$ cat config.mk
export PLATFORM = sky130hd
export DESIGN_NAME = fmul_unit
export DESIGN_NICKNAME = d
export VERILOG_FILES = /design/src/fmul_pkg.sv /design/src/float_classifier.sv /design/src/significand_multiplier.sv /design/src/float_multiplier.sv /design/src/float_rounder.sv /design/src/fmul_control.sv /design/src/fmul_unit.sv
export SDC_FILE = /design/constraint.sdc
export NUM_CORES = 2
export LEC_CHECK = 0
export BUFFER_PORTS_ARGS = -buffer_cell sky130_fd_sc_hd__clkbuf_2
export CAP_MARGIN = 20
export CELL_PAD_IN_SITES_DETAIL_PLACEMENT = 1
export CELL_PAD_IN_SITES_GLOBAL_PLACEMENT = 1
export CORE_ASPECT_RATIO = 0.75
export CORE_MARGIN = 8
export CORE_UTILIZATION = 47
export DETAILED_ROUTE_END_ITERATION = 8
export PLACE_DENSITY = 0.84
export SYNTH_ARGS = -nofsm -noshare
export SYNTH_HDL_FRONTEND = slang
export SYNTH_SLANG_ARGS = --single-unit
$ cat constraint.sdc
create_clock -name clk_i -period 19.9 [get_ports clk_i]
set_clock_uncertainty 0.1 [all_clocks]
set_input_delay 0.995 -clock clk_i [delete_from_list [all_inputs] [get_ports clk_i]]
set_output_delay 0.995 -clock clk_i [all_outputs]
set_load 0.05 [all_outputs]
$ cat src/fmul_pkg.sv
// Floating-point multiply package
`default_nettype none

package fmul_pkg;

    // ==============================
    // Field types
    // ==============================

    // Raw IEEE-754 single-precision word
    typedef logic [31:0] float_word_t;

    // Biased exponent field
    typedef logic [7:0] exponent_t;

    // Stored fraction without the hidden bit
    typedef logic [22:0] significand_t;

    // Guard, round and sticky bits with guard as the MSB
    typedef logic [2:0] round_bits_t;

    // ==============================
    // Constants
    // ==============================

    localparam exponent_t BIAS = 8'd127;

    // Quiet NaN returned for every invalid operation
    localparam float_word_t CANONICAL_NAN = 32'h7FC0_0000;

    // ==============================
    // Control FSM
    // ==============================

    // One operation per four-phase handshake
    typedef enum logic [1:0] {
        IDLE  = 2'b00,
        ISSUE = 2'b01,
        BUSY  = 2'b10,
        HOLD  = 2'b11
    } fmul_state_t;

endpackage : fmul_pkg

`default_nettype wire

$ cat src/float_classifier.sv
// Operand classifier
`default_nettype none

module float_classifier (
    input  fmul_pkg::float_word_t operand_i,
    output logic                  is_zero_o,
    output logic                  is_subnormal_o,
    output logic                  is_infinity_o,
    output logic                  is_nan_o
);

    import fmul_pkg::*;

    exponent_t    exponent;
    significand_t fraction;
    logic         exp_all_zero;
    logic         exp_all_ones;
    logic         frac_zero;

    // Only the exponent and fraction fields decide the class
    assign exponent = operand_i[30:23];
    assign fraction = operand_i[22:0];

    assign exp_all_zero = (exponent == '0);
    assign exp_all_ones = (exponent == '1);
    assign frac_zero    = (fraction == '0);

    // An all-zeros exponent is zero or subnormal depending on the fraction
    assign is_zero_o      = exp_all_zero & frac_zero;
    assign is_subnormal_o = exp_all_zero & ~frac_zero;

    // An all-ones exponent is infinity or a NaN of either kind
    assign is_infinity_o = exp_all_ones & frac_zero;
    assign is_nan_o      = exp_all_ones & ~frac_zero;

endmodule : float_classifier

`default_nettype wire

$ cat src/significand_multiplier.sv
// Pipelined significand multiplier
`default_nettype none

module significand_multiplier #(
    parameter int CORE_STAGES = 2
) (
    input  logic        clk_i,
    input  logic [23:0] a_i,
    input  logic [23:0] b_i,
    output logic [47:0] product_o
);

    // Full unsigned 24 x 24 product
    logic [47:0] product;

    assign product = a_i * b_i;

    generate
        if (CORE_STAGES == 0) begin : g_comb
            // Without stages the core is purely combinational
            assign product_o = product;
        end else begin : g_pipe
            // Delay line that retiming can push back into the partial products
            logic [47:0] product_pipe [CORE_STAGES];

            always_ff @(posedge clk_i) begin
                product_pipe[0] <= product;
                for (int i = 1; i < CORE_STAGES; i++) begin
                    product_pipe[i] <= product_pipe[i-1];
                end
            end

            assign product_o = product_pipe[CORE_STAGES-1];
        end
    endgenerate

endmodule : significand_multiplier

`default_nettype wire

$ cat src/float_multiplier.sv
// Floating-point multiplier datapath
`default_nettype none

module float_multiplier #(
    parameter int CORE_STAGES = 2
) (
    input  logic                  clk_i,
    input  logic                  rst_n_i,
    input  fmul_pkg::float_word_t multiplicand_i,
    input  fmul_pkg::float_word_t multiplier_i,
    input  logic                  is_infinity_a_i,
    input  logic                  is_infinity_b_i,
    input  logic                  is_nan_a_i,
    input  logic                  is_nan_b_i,
    input  logic                  is_zero_a_i,
    input  logic                  is_zero_b_i,
    input  logic                  is_subnormal_a_i,
    input  logic                  is_subnormal_b_i,
    input  logic                  valid_i,
    output fmul_pkg::float_word_t result_o,
    output fmul_pkg::round_bits_t round_bits_o,
    output logic                  valid_o,
    output logic                  invalid_o,
    output logic                  overflow_o,
    output logic                  underflow_o
);

    import fmul_pkg::*;

    // ==============================
    // Input stage
    // ==============================

    logic             result_sign;
    logic             invalid_op;
    logic signed [9:0] exp_sum;

    assign result_sign = multiplicand_i[31] ^ multiplier_i[31];

    // NaN on either side, or infinity against zero, has no defined product
    assign invalid_op = is_nan_a_i | is_nan_b_i
                      | (is_infinity_a_i & is_zero_b_i)
                      | (is_infinity_b_i & is_zero_a_i);

    // Two extra bits keep the sum of biased exponents exact and signed
    assign exp_sum = $signed({2'b00, multiplicand_i[30:23]})
                   + $signed({2'b00, multiplier_i[30:23]})
                   - $signed({2'b00, BIAS});

    // ==============================
    // Side pipeline
    // ==============================

    // Everything the normaliser needs waits as long as the product does
    logic [CORE_STAGES:0] sign_pipe;
    logic [CORE_STAGES:0] invalid_pipe;
    logic [CORE_STAGES:0] infinity_pipe;
    logic [CORE_STAGES:0] zero_pipe;
    logic [CORE_STAGES:0] valid_pipe;
    logic signed [9:0]    exp_pipe [CORE_STAGES+1];

    always_ff @(posedge clk_i) begin
        sign_pipe[0]     <= result_sign;
        invalid_pipe[0]  <= invalid_op;
        infinity_pipe[0] <= is_infinity_a_i | is_infinity_b_i;
        zero_pipe[0]     <= is_zero_a_i | is_zero_b_i;
        exp_pipe[0]      <= exp_sum;
        for (int i = 1; i <= CORE_STAGES; i++) begin
            sign_pipe[i]     <= sign_pipe[i-1];
            invalid_pipe[i]  <= invalid_pipe[i-1];
            infinity_pipe[i] <= infinity_pipe[i-1];
            zero_pipe[i]     <= zero_pipe[i-1];
            exp_pipe[i]      <= exp_pipe[i-1];
        end
    end

    // Valid shifts alongside the data and marks the occupied stages
    always_ff @(posedge clk_i) begin
        if (!rst_n_i) begin
            valid_pipe <= '0;
        end else begin
            valid_pipe[0] <= valid_i;
            for (int i = 1; i <= CORE_STAGES; i++) begin
                valid_pipe[i] <= valid_pipe[i-1];
            end
        end
    end

    assign valid_o = valid_pipe[CORE_STAGES];

    // ==============================
    // Significand product
    // ==============================

    logic [47:0] product;
    logic [47:0] product_q;

    // A subnormal operand enters the core without its hidden one
    significand_multiplier #(
        .CORE_STAGES (CORE_STAGES)
    ) significand_multiplier_i (
        .clk_i     (clk_i),
        .a_i       ({~is_subnormal_a_i, multiplicand_i[22:0]}),
        .b_i       ({~is_subnormal_b_i, multiplier_i[22:0]}),
        .product_o (product)
    );

    // One more register lines the product up with the last side stage
    always_ff @(posedge clk_i) begin
        product_q <= product;
    end

    // ==============================
    // Normalisation
    // ==============================

    logic signed [9:0] exp_norm;
    significand_t      frac_norm;
    round_bits_t       round_norm;
    logic              sign_out;

    assign sign_out = sign_pipe[CORE_STAGES];

    // A product of two values in [1,2) lies in [1,4) and bit 47 marks the upper half
    assign exp_norm = exp_pipe[CORE_STAGES] + $signed({9'd0, product_q[47]});

    always_comb begin
        if (product_q[47]) begin
            frac_norm  = product_q[46:24];
            round_norm = {product_q[23:22], |product_q[21:0]};
        end else begin
            frac_norm  = product_q[45:23];
            round_norm = {product_q[22:21], |product_q[20:0]};
        end
    end

    // Special operands win over range checks and overflow wins over underflow
    always_comb begin
        invalid_o    = invalid_pipe[CORE_STAGES];
        overflow_o   = 1'b0;
        underflow_o  = 1'b0;
        round_bits_o = '0;
        if (invalid_pipe[CORE_STAGES]) begin
            result_o = CANONICAL_NAN;
        end else if (infinity_pipe[CORE_STAGES]) begin
            result_o   = {sign_out, 8'hFF, 23'd0};
            overflow_o = 1'b1;
        end else if (zero_pipe[CORE_STAGES]) begin
            result_o = {sign_out, 31'd0};
        end else if (exp_norm > 10'sd254) begin
            result_o   = {sign_out, 8'hFF, 23'd0};
            overflow_o = 1'b1;
        end else if (exp_norm < 10'sd1) begin
            // Below the normal range the result flushes to a signed zero
            result_o    = {sign_out, 31'd0};
            underflow_o = 1'b1;
        end else begin
            result_o     = {sign_out, exp_norm[7:0], frac_norm};
            round_bits_o = round_norm;
        end
    end

endmodule : float_multiplier

`default_nettype wire

$ cat src/float_rounder.sv
// Round to nearest even stage
`default_nettype none

module float_rounder (
    input  logic                  clk_i,
    input  logic                  rst_n_i,
    input  fmul_pkg::float_word_t result_i,
    input  fmul_pkg::round_bits_t round_bits_i,
    input  logic                  valid_i,
    input  logic                  invalid_i,
    input  logic                  overflow_i,
    input  logic                  underflow_i,
    output fmul_pkg::float_word_t rounded_o,
    output logic                  done_o,
    output logic                  invalid_o,
    output logic                  overflow_o,
    output logic                  underflow_o,
    output logic                  inexact_o
);

    import fmul_pkg::*;

    logic        round_up;
    logic [30:0] magnitude;
    exponent_t   rounded_exp;
    logic        carry_to_inf;

    // Above halfway always rounds up, exactly halfway only for an odd LSB
    assign round_up = round_bits_i[2] & (round_bits_i[1] | round_bits_i[0] | result_i[0]);

    // A fraction carry ripples straight into the exponent field
    assign magnitude   = result_i[30:0] + 31'(round_up);
    assign rounded_exp = magnitude[30:23];

    // The fraction wraps to zero here, so the word is already infinity
    assign carry_to_inf = round_up & (rounded_exp == '1);

    always_ff @(posedge clk_i) begin
        rounded_o   <= {result_i[31], magnitude};
        invalid_o   <= invalid_i;
        overflow_o  <= overflow_i | carry_to_inf;
        underflow_o <= underflow_i;
        inexact_o   <= |round_bits_i;
    end

    always_ff @(posedge clk_i) begin
        if (!rst_n_i) begin
            done_o <= 1'b0;
        end else begin
            done_o <= valid_i;
        end
    end

endmodule : float_rounder

`default_nettype wire

$ cat src/fmul_control.sv
// Multiply handshake controller
`default_nettype none

module fmul_control (
    input  logic                  clk_i,
    input  logic                  rst_n_i,
    input  logic                  req_i,
    input  fmul_pkg::float_word_t a_i,
    input  fmul_pkg::float_word_t b_i,
    input  logic                  done_i,
    input  fmul_pkg::float_word_t rounded_i,
    input  logic                  invalid_i,
    input  logic                  overflow_i,
    input  logic                  underflow_i,
    input  logic                  inexact_i,
    output logic                  ack_o,
    output fmul_pkg::float_word_t op_a_o,
    output fmul_pkg::float_word_t op_b_o,
    output logic                  issue_o,
    output fmul_pkg::float_word_t result_o,
    output logic                  invalid_o,
    output logic                  overflow_o,
    output logic                  underflow_o,
    output logic                  inexact_o
);

    import fmul_pkg::*;

    fmul_state_t state_q;
    fmul_state_t state_d;

    // ==============================
    // State machine
    // ==============================

    always_comb begin
        state_d = state_q;
        case (state_q)
            IDLE:  if (req_i) state_d = ISSUE;
            ISSUE: state_d = BUSY;
            BUSY:  if (done_i) state_d = HOLD;
            HOLD:  if (!req_i) state_d = IDLE;
            default: state_d = IDLE;
        endcase
    end

    always_ff @(posedge clk_i) begin
        if (!rst_n_i) begin
            state_q <= IDLE;
            issue_o <= 1'b0;
        end else begin
            state_q <= state_d;
            // The issue pulse is high for the first BUSY cycle
            issue_o <= (state_q == ISSUE);
        end
    end

    // Acknowledge is high for the whole HOLD state
    assign ack_o = (state_q == HOLD);

    // ==============================
    // Operand and result registers
    // ==============================

    // Operands stay put for the whole operation once accepted
    always_ff @(posedge clk_i) begin
        if (state_q == IDLE && req_i) begin
            op_a_o <= a_i;
            op_b_o <= b_i;
        end
    end

    // Result and flags hold from the rise of ack until the next result arrives
    always_ff @(posedge clk_i) begin
        if (!rst_n_i) begin
            result_o    <= '0;
            invalid_o   <= 1'b0;
            overflow_o  <= 1'b0;
            underflow_o <= 1'b0;
            inexact_o   <= 1'b0;
        end else if (state_q == BUSY && done_i) begin
            result_o    <= rounded_i;
            invalid_o   <= invalid_i;
            overflow_o  <= overflow_i;
            underflow_o <= underflow_i;
            inexact_o   <= inexact_i;
        end
    end

endmodule : fmul_control

`default_nettype wire

$ cat src/fmul_unit.sv
// Floating-point multiply unit
`default_nettype none

module fmul_unit #(
    parameter int CORE_STAGES = 2
) (
    input  logic                  clk_i,
    input  logic                  rst_n_i,
    input  logic                  req_i,
    input  fmul_pkg::float_word_t a_i,
    input  fmul_pkg::float_word_t b_i,
    output logic                  ack_o,
    output fmul_pkg::float_word_t result_o,
    output logic                  invalid_o,
    output logic                  overflow_o,
    output logic                  underflow_o,
    output logic                  inexact_o
);

    import fmul_pkg::*;

    float_word_t op_a;
    float_word_t op_b;
    logic        issue;
    logic        zero_a, subnormal_a, infinity_a, nan_a;
    logic        zero_b, subnormal_b, infinity_b, nan_b;

    // Multiplier to rounder
    float_word_t mul_result;
    round_bits_t mul_round_bits;
    logic        mul_valid, mul_invalid, mul_overflow, mul_underflow;

    // Rounder back to control
    float_word_t rounded;
    logic        done, rnd_invalid, rnd_overflow, rnd_underflow, rnd_inexact;

    fmul_control fmul_control_i (
        .clk_i       (clk_i),
        .rst_n_i     (rst_n_i),
        .req_i       (req_i),
        .a_i         (a_i),
        .b_i         (b_i),
        .done_i      (done),
        .rounded_i   (rounded),
        .invalid_i   (rnd_invalid),
        .overflow_i  (rnd_overflow),
        .underflow_i (rnd_underflow),
        .inexact_i   (rnd_inexact),
        .ack_o       (ack_o),
        .op_a_o      (op_a),
        .op_b_o      (op_b),
        .issue_o     (issue),
        .result_o    (result_o),
        .invalid_o   (invalid_o),
        .overflow_o  (overflow_o),
        .underflow_o (underflow_o),
        .inexact_o   (inexact_o)
    );

    float_classifier classifier_a_i (
        .operand_i      (op_a),
        .is_zero_o      (zero_a),
        .is_subnormal_o (subnormal_a),
        .is_infinity_o  (infinity_a),
        .is_nan_o       (nan_a)
    );

    float_classifier classifier_b_i (
        .operand_i      (op_b),
        .is_zero_o      (zero_b),
        .is_subnormal_o (subnormal_b),
        .is_infinity_o  (infinity_b),
        .is_nan_o       (nan_b)
    );

    float_multiplier #(
        .CORE_STAGES (CORE_STAGES)
    ) float_multiplier_i (
        .clk_i            (clk_i),
        .rst_n_i          (rst_n_i),
        .multiplicand_i   (op_a),
        .multiplier_i     (op_b),
        .is_infinity_a_i  (infinity_a),
        .is_infinity_b_i  (infinity_b),
        .is_nan_a_i       (nan_a),
        .is_nan_b_i       (nan_b),
        .is_zero_a_i      (zero_a),
        .is_zero_b_i      (zero_b),
        .is_subnormal_a_i (subnormal_a),
        .is_subnormal_b_i (subnormal_b),
        .valid_i          (issue),
        .result_o         (mul_result),
        .round_bits_o     (mul_round_bits),
        .valid_o          (mul_valid),
        .invalid_o        (mul_invalid),
        .overflow_o       (mul_overflow),
        .underflow_o      (mul_underflow)
    );

    float_rounder float_rounder_i (
        .clk_i        (clk_i),
        .rst_n_i      (rst_n_i),
        .result_i     (mul_result),
        .round_bits_i (mul_round_bits),
        .valid_i      (mul_valid),
        .invalid_i    (mul_invalid),
        .overflow_i   (mul_overflow),
        .underflow_i  (mul_underflow),
        .rounded_o    (rounded),
        .done_o       (done),
        .invalid_o    (rnd_invalid),
        .overflow_o   (rnd_overflow),
        .underflow_o  (rnd_underflow),
        .inexact_o    (rnd_inexact)
    );

endmodule : fmul_unit

`default_nettype wire

==> results.md <==
* Routed len/inst at 22.07 µm
* Mapped cell area at 29090 µm²
* Status: finished clean
* TritonCTS clock tree: yes
* Final Slew Violations at 0
* H-Tree Depth at 2
* #FFs+latches synth at 329
* Unrepaired setup endpoints after global routing: false
* CTS buffer count at 34
* Setup TNS at 0 ns
* CTS Root Cell: clkbuf_16
* Largest net degree at the start of global routing at 63
* # setup viols final at 0
* Most common cell in the synthesized netlist: inv_1
* Ratio of final minimum period to clock period at 43.72%
* Syn nets at 3689
* Rel. slew slack at 19.19%
* Vert. Die Dim at 231.4 µm
* Arrival time worst endpoint at 9.08 ns
* Post-CTS Hold Fix Bufs at 0
* Post-synth EDFFs at 64
* Syn_area_per_cell at 9.866 µm²
* Initial antenna violation count at 3
* Detailed Routing Iterations Pass 1 at 5
* Async S/R FF share, synth at 0%
* Worst hold path class: register to register
* Core Region at 61580 µm²
* Inst Count DP at 3763
* # port buffers at 103
* Synth top cells by count: 541 x inv_1, 483 x fa_1, 478 x nand2_1
* Clk_lat worst skew at 0.59 ns
* Area Growth Syn to Fin at 8.987%
* Syn Inst Count at 2948
* Distinct cell type count after synthesis at 80
* Post-route DRC at 0
* DIE WIDTH at 303.3 µm
* Vias in the first global route at 23561
* Total track usage at 24.39%
* # IOs at 104
* Critical-path maximum fanout at 25
* WS Path Type: register to register
* Site row count at 79
* Total number of vias at 20553
* Final hold violation count at 0
* Total Routed Length at 84510 µm
* First-pass GRT wire length at 132700 µm
* Top cell type's share of synthesized area at 33.24%
* Synth top area cells: fa_1 33%, dfxtp_1 18%, ha_1 8.2%
* Area leader, netlist: fa_1
* GRT Residual Overflow at 0
* Ys flop type: dfxtp_1
* Initial core utilization at 47.23%
* Nets at 3734
* Least-Margin Pin Slew at 1.212 ns
* Worst Setup End Kind: register
* Post-DP HPWL at 65370 µm
* Area of the die at 70180 µm²
* Antenna-violating nets left at 0
* CTS max path bufs at 3
* # resized after CTS at 0
* CP Launch Type: register
* Post-layout min period at 8.700 ns
* Max Clk Rate at 114.9 MHz
* Post-DR vias/cell at 5.366
* Yosys Warn Count at 0
* Seq/Total Area, Yosys at 24.85%
* Max-cap violations at 0
* Layout Cells excl Fill at 3830
* CTS clk-pin slew, worst paths at 0.07 ns
* Layout cell share with drive strength beyond 1 at 8.248%
* CTS Sinks at 329
* Iter 0 DRT Violations at 1518
* # Post-CTS Setup Buffers at 0
* GPL Wtd Cong at 0.9358
* Crit path required time at 20.28 ns
[cells in the final DEF, fill, tap and decap left out, types with 8 or more instances in the layout]
cell type	synthesis	layout
nand4_1	17	17
clkbuf_2	1	103
a21o_1	29	29
a211oi_1	15	15
clkbuf_16	0	35
and2_1	235	234
xnor2_1	55	55
nor4_1	23	23
nor2_1	58	58
mux2i_1	16	16
dfxtp_1	265	264
and3_1	8	8
o21a_1	9	9
buf_4	3	36
nand2_1	478	478
fa_1	483	483
xor2_1	38	38
nor3_1	19	19
clkbuf_8	0	8
a21boi_0	37	37
ha_1	191	191
inv_1	541	541
a21oi_1	59	59
o21bai_1	17	17
edfxtp_1	64	64
nand3_1	23	23
nor2b_1	11	11
o21ai_0	25	25
[worst paths after layout]
check / start / to / slack (ns) / cells past startpoint
setup reg to reg: fmul_control_i.op_b_o[10]$_DFFE_PP_ / register / 11.20 / 24
setup / recovery: fmul_control_i.op_b_o[10]$_DFFE_PP_ / register / 11.20 / 24
hold reg to reg: register / register / 0.19 / 0
hold / removal: register / register / 0.19 / 0
[layer usage]
| layer | track usage, % | vias to the layer above | share of wire, % |
|---|---|---|---|
| met4 | 6.457 | 2 | 2.5 |
| met1 | 32.27 | 10442 | 43 |
| li1 | - | 9080 | - |
| met5 | 0 | - | 0.015 |
| met3 | 9.174 | 156 | 11 |
| met2 | 37.57 | 873 | 43 |
[cell families after synthesis]
kind of cell	after synthesis	synth area share (%)
XOR/XNOR	95	2.951
AND/OR/NAND/NOR	911	15.21
adder cells (fa/ha/maj)	674	41.46
flip-flops	329	24.85
buffers and inverters	676	8.900
AO/OA/AOI/OAI	244	5.962
multiplexers	19	0.6668
[area by class of cell]
class,count,area (µm²)
Fill cell,6859,29880
Tap cell,810,1013
Timing Repair Buffer,144,923.4
Multi-Input combinational cell,1943,19270
Clock inverter,17,235.2
Sequential cell,329,7228
Inverter,541,2031
Antenna cell,1,2.502
Clock buffer,45,993.5
[critical path: stages (launching register included)]
cell      delay [ns]
edfxtp_1        0.80
nor4_1          0.49
nand2_1         0.17
nor2_1          0.15
or2_1           0.86
and2_1          0.25
fa_1            0.44
inv_1           0.10
fa_1            0.45
fa_1            0.52
fa_1            0.44
fa_1            0.52
fa_1            0.43
fa_1            0.50
inv_1           0.05
ha_1            0.37
a211oi_1        0.13
o21a_1          0.21
o41ai_1         0.44
or2_1           0.16
a21oi_1         0.08
o31ai_2         0.39
a21boi_1        0.19
o21ai_1         0.20
xor2_1          0.16
[per-stage QoR]
| step | setup slack (ns) | hold WS (ns) | instance area (µm²) | util (%) |
|---|---|---|---|---|
| after floorplan | 12.90 | 0.2096 | 29090 | - |
| after CTS | 11.25 | 0.1802 | 31590 | 51.29 |
| after global placement | 11.75 | 0.2097 | 30330 | 49.25 |
| after detailed placement | 11.29 | 0.2132 | 30360 | 49.30 |
| after global routing | 10.75 | 0.1927 | 31700 | 51.47 |
| final | 11.20 | 0.1879 | 31700 | 51.48 |
Power is left out: the tool's default activity adds up to more than one toggle a clock period on the data nets, which glitch-free logic cannot reach.
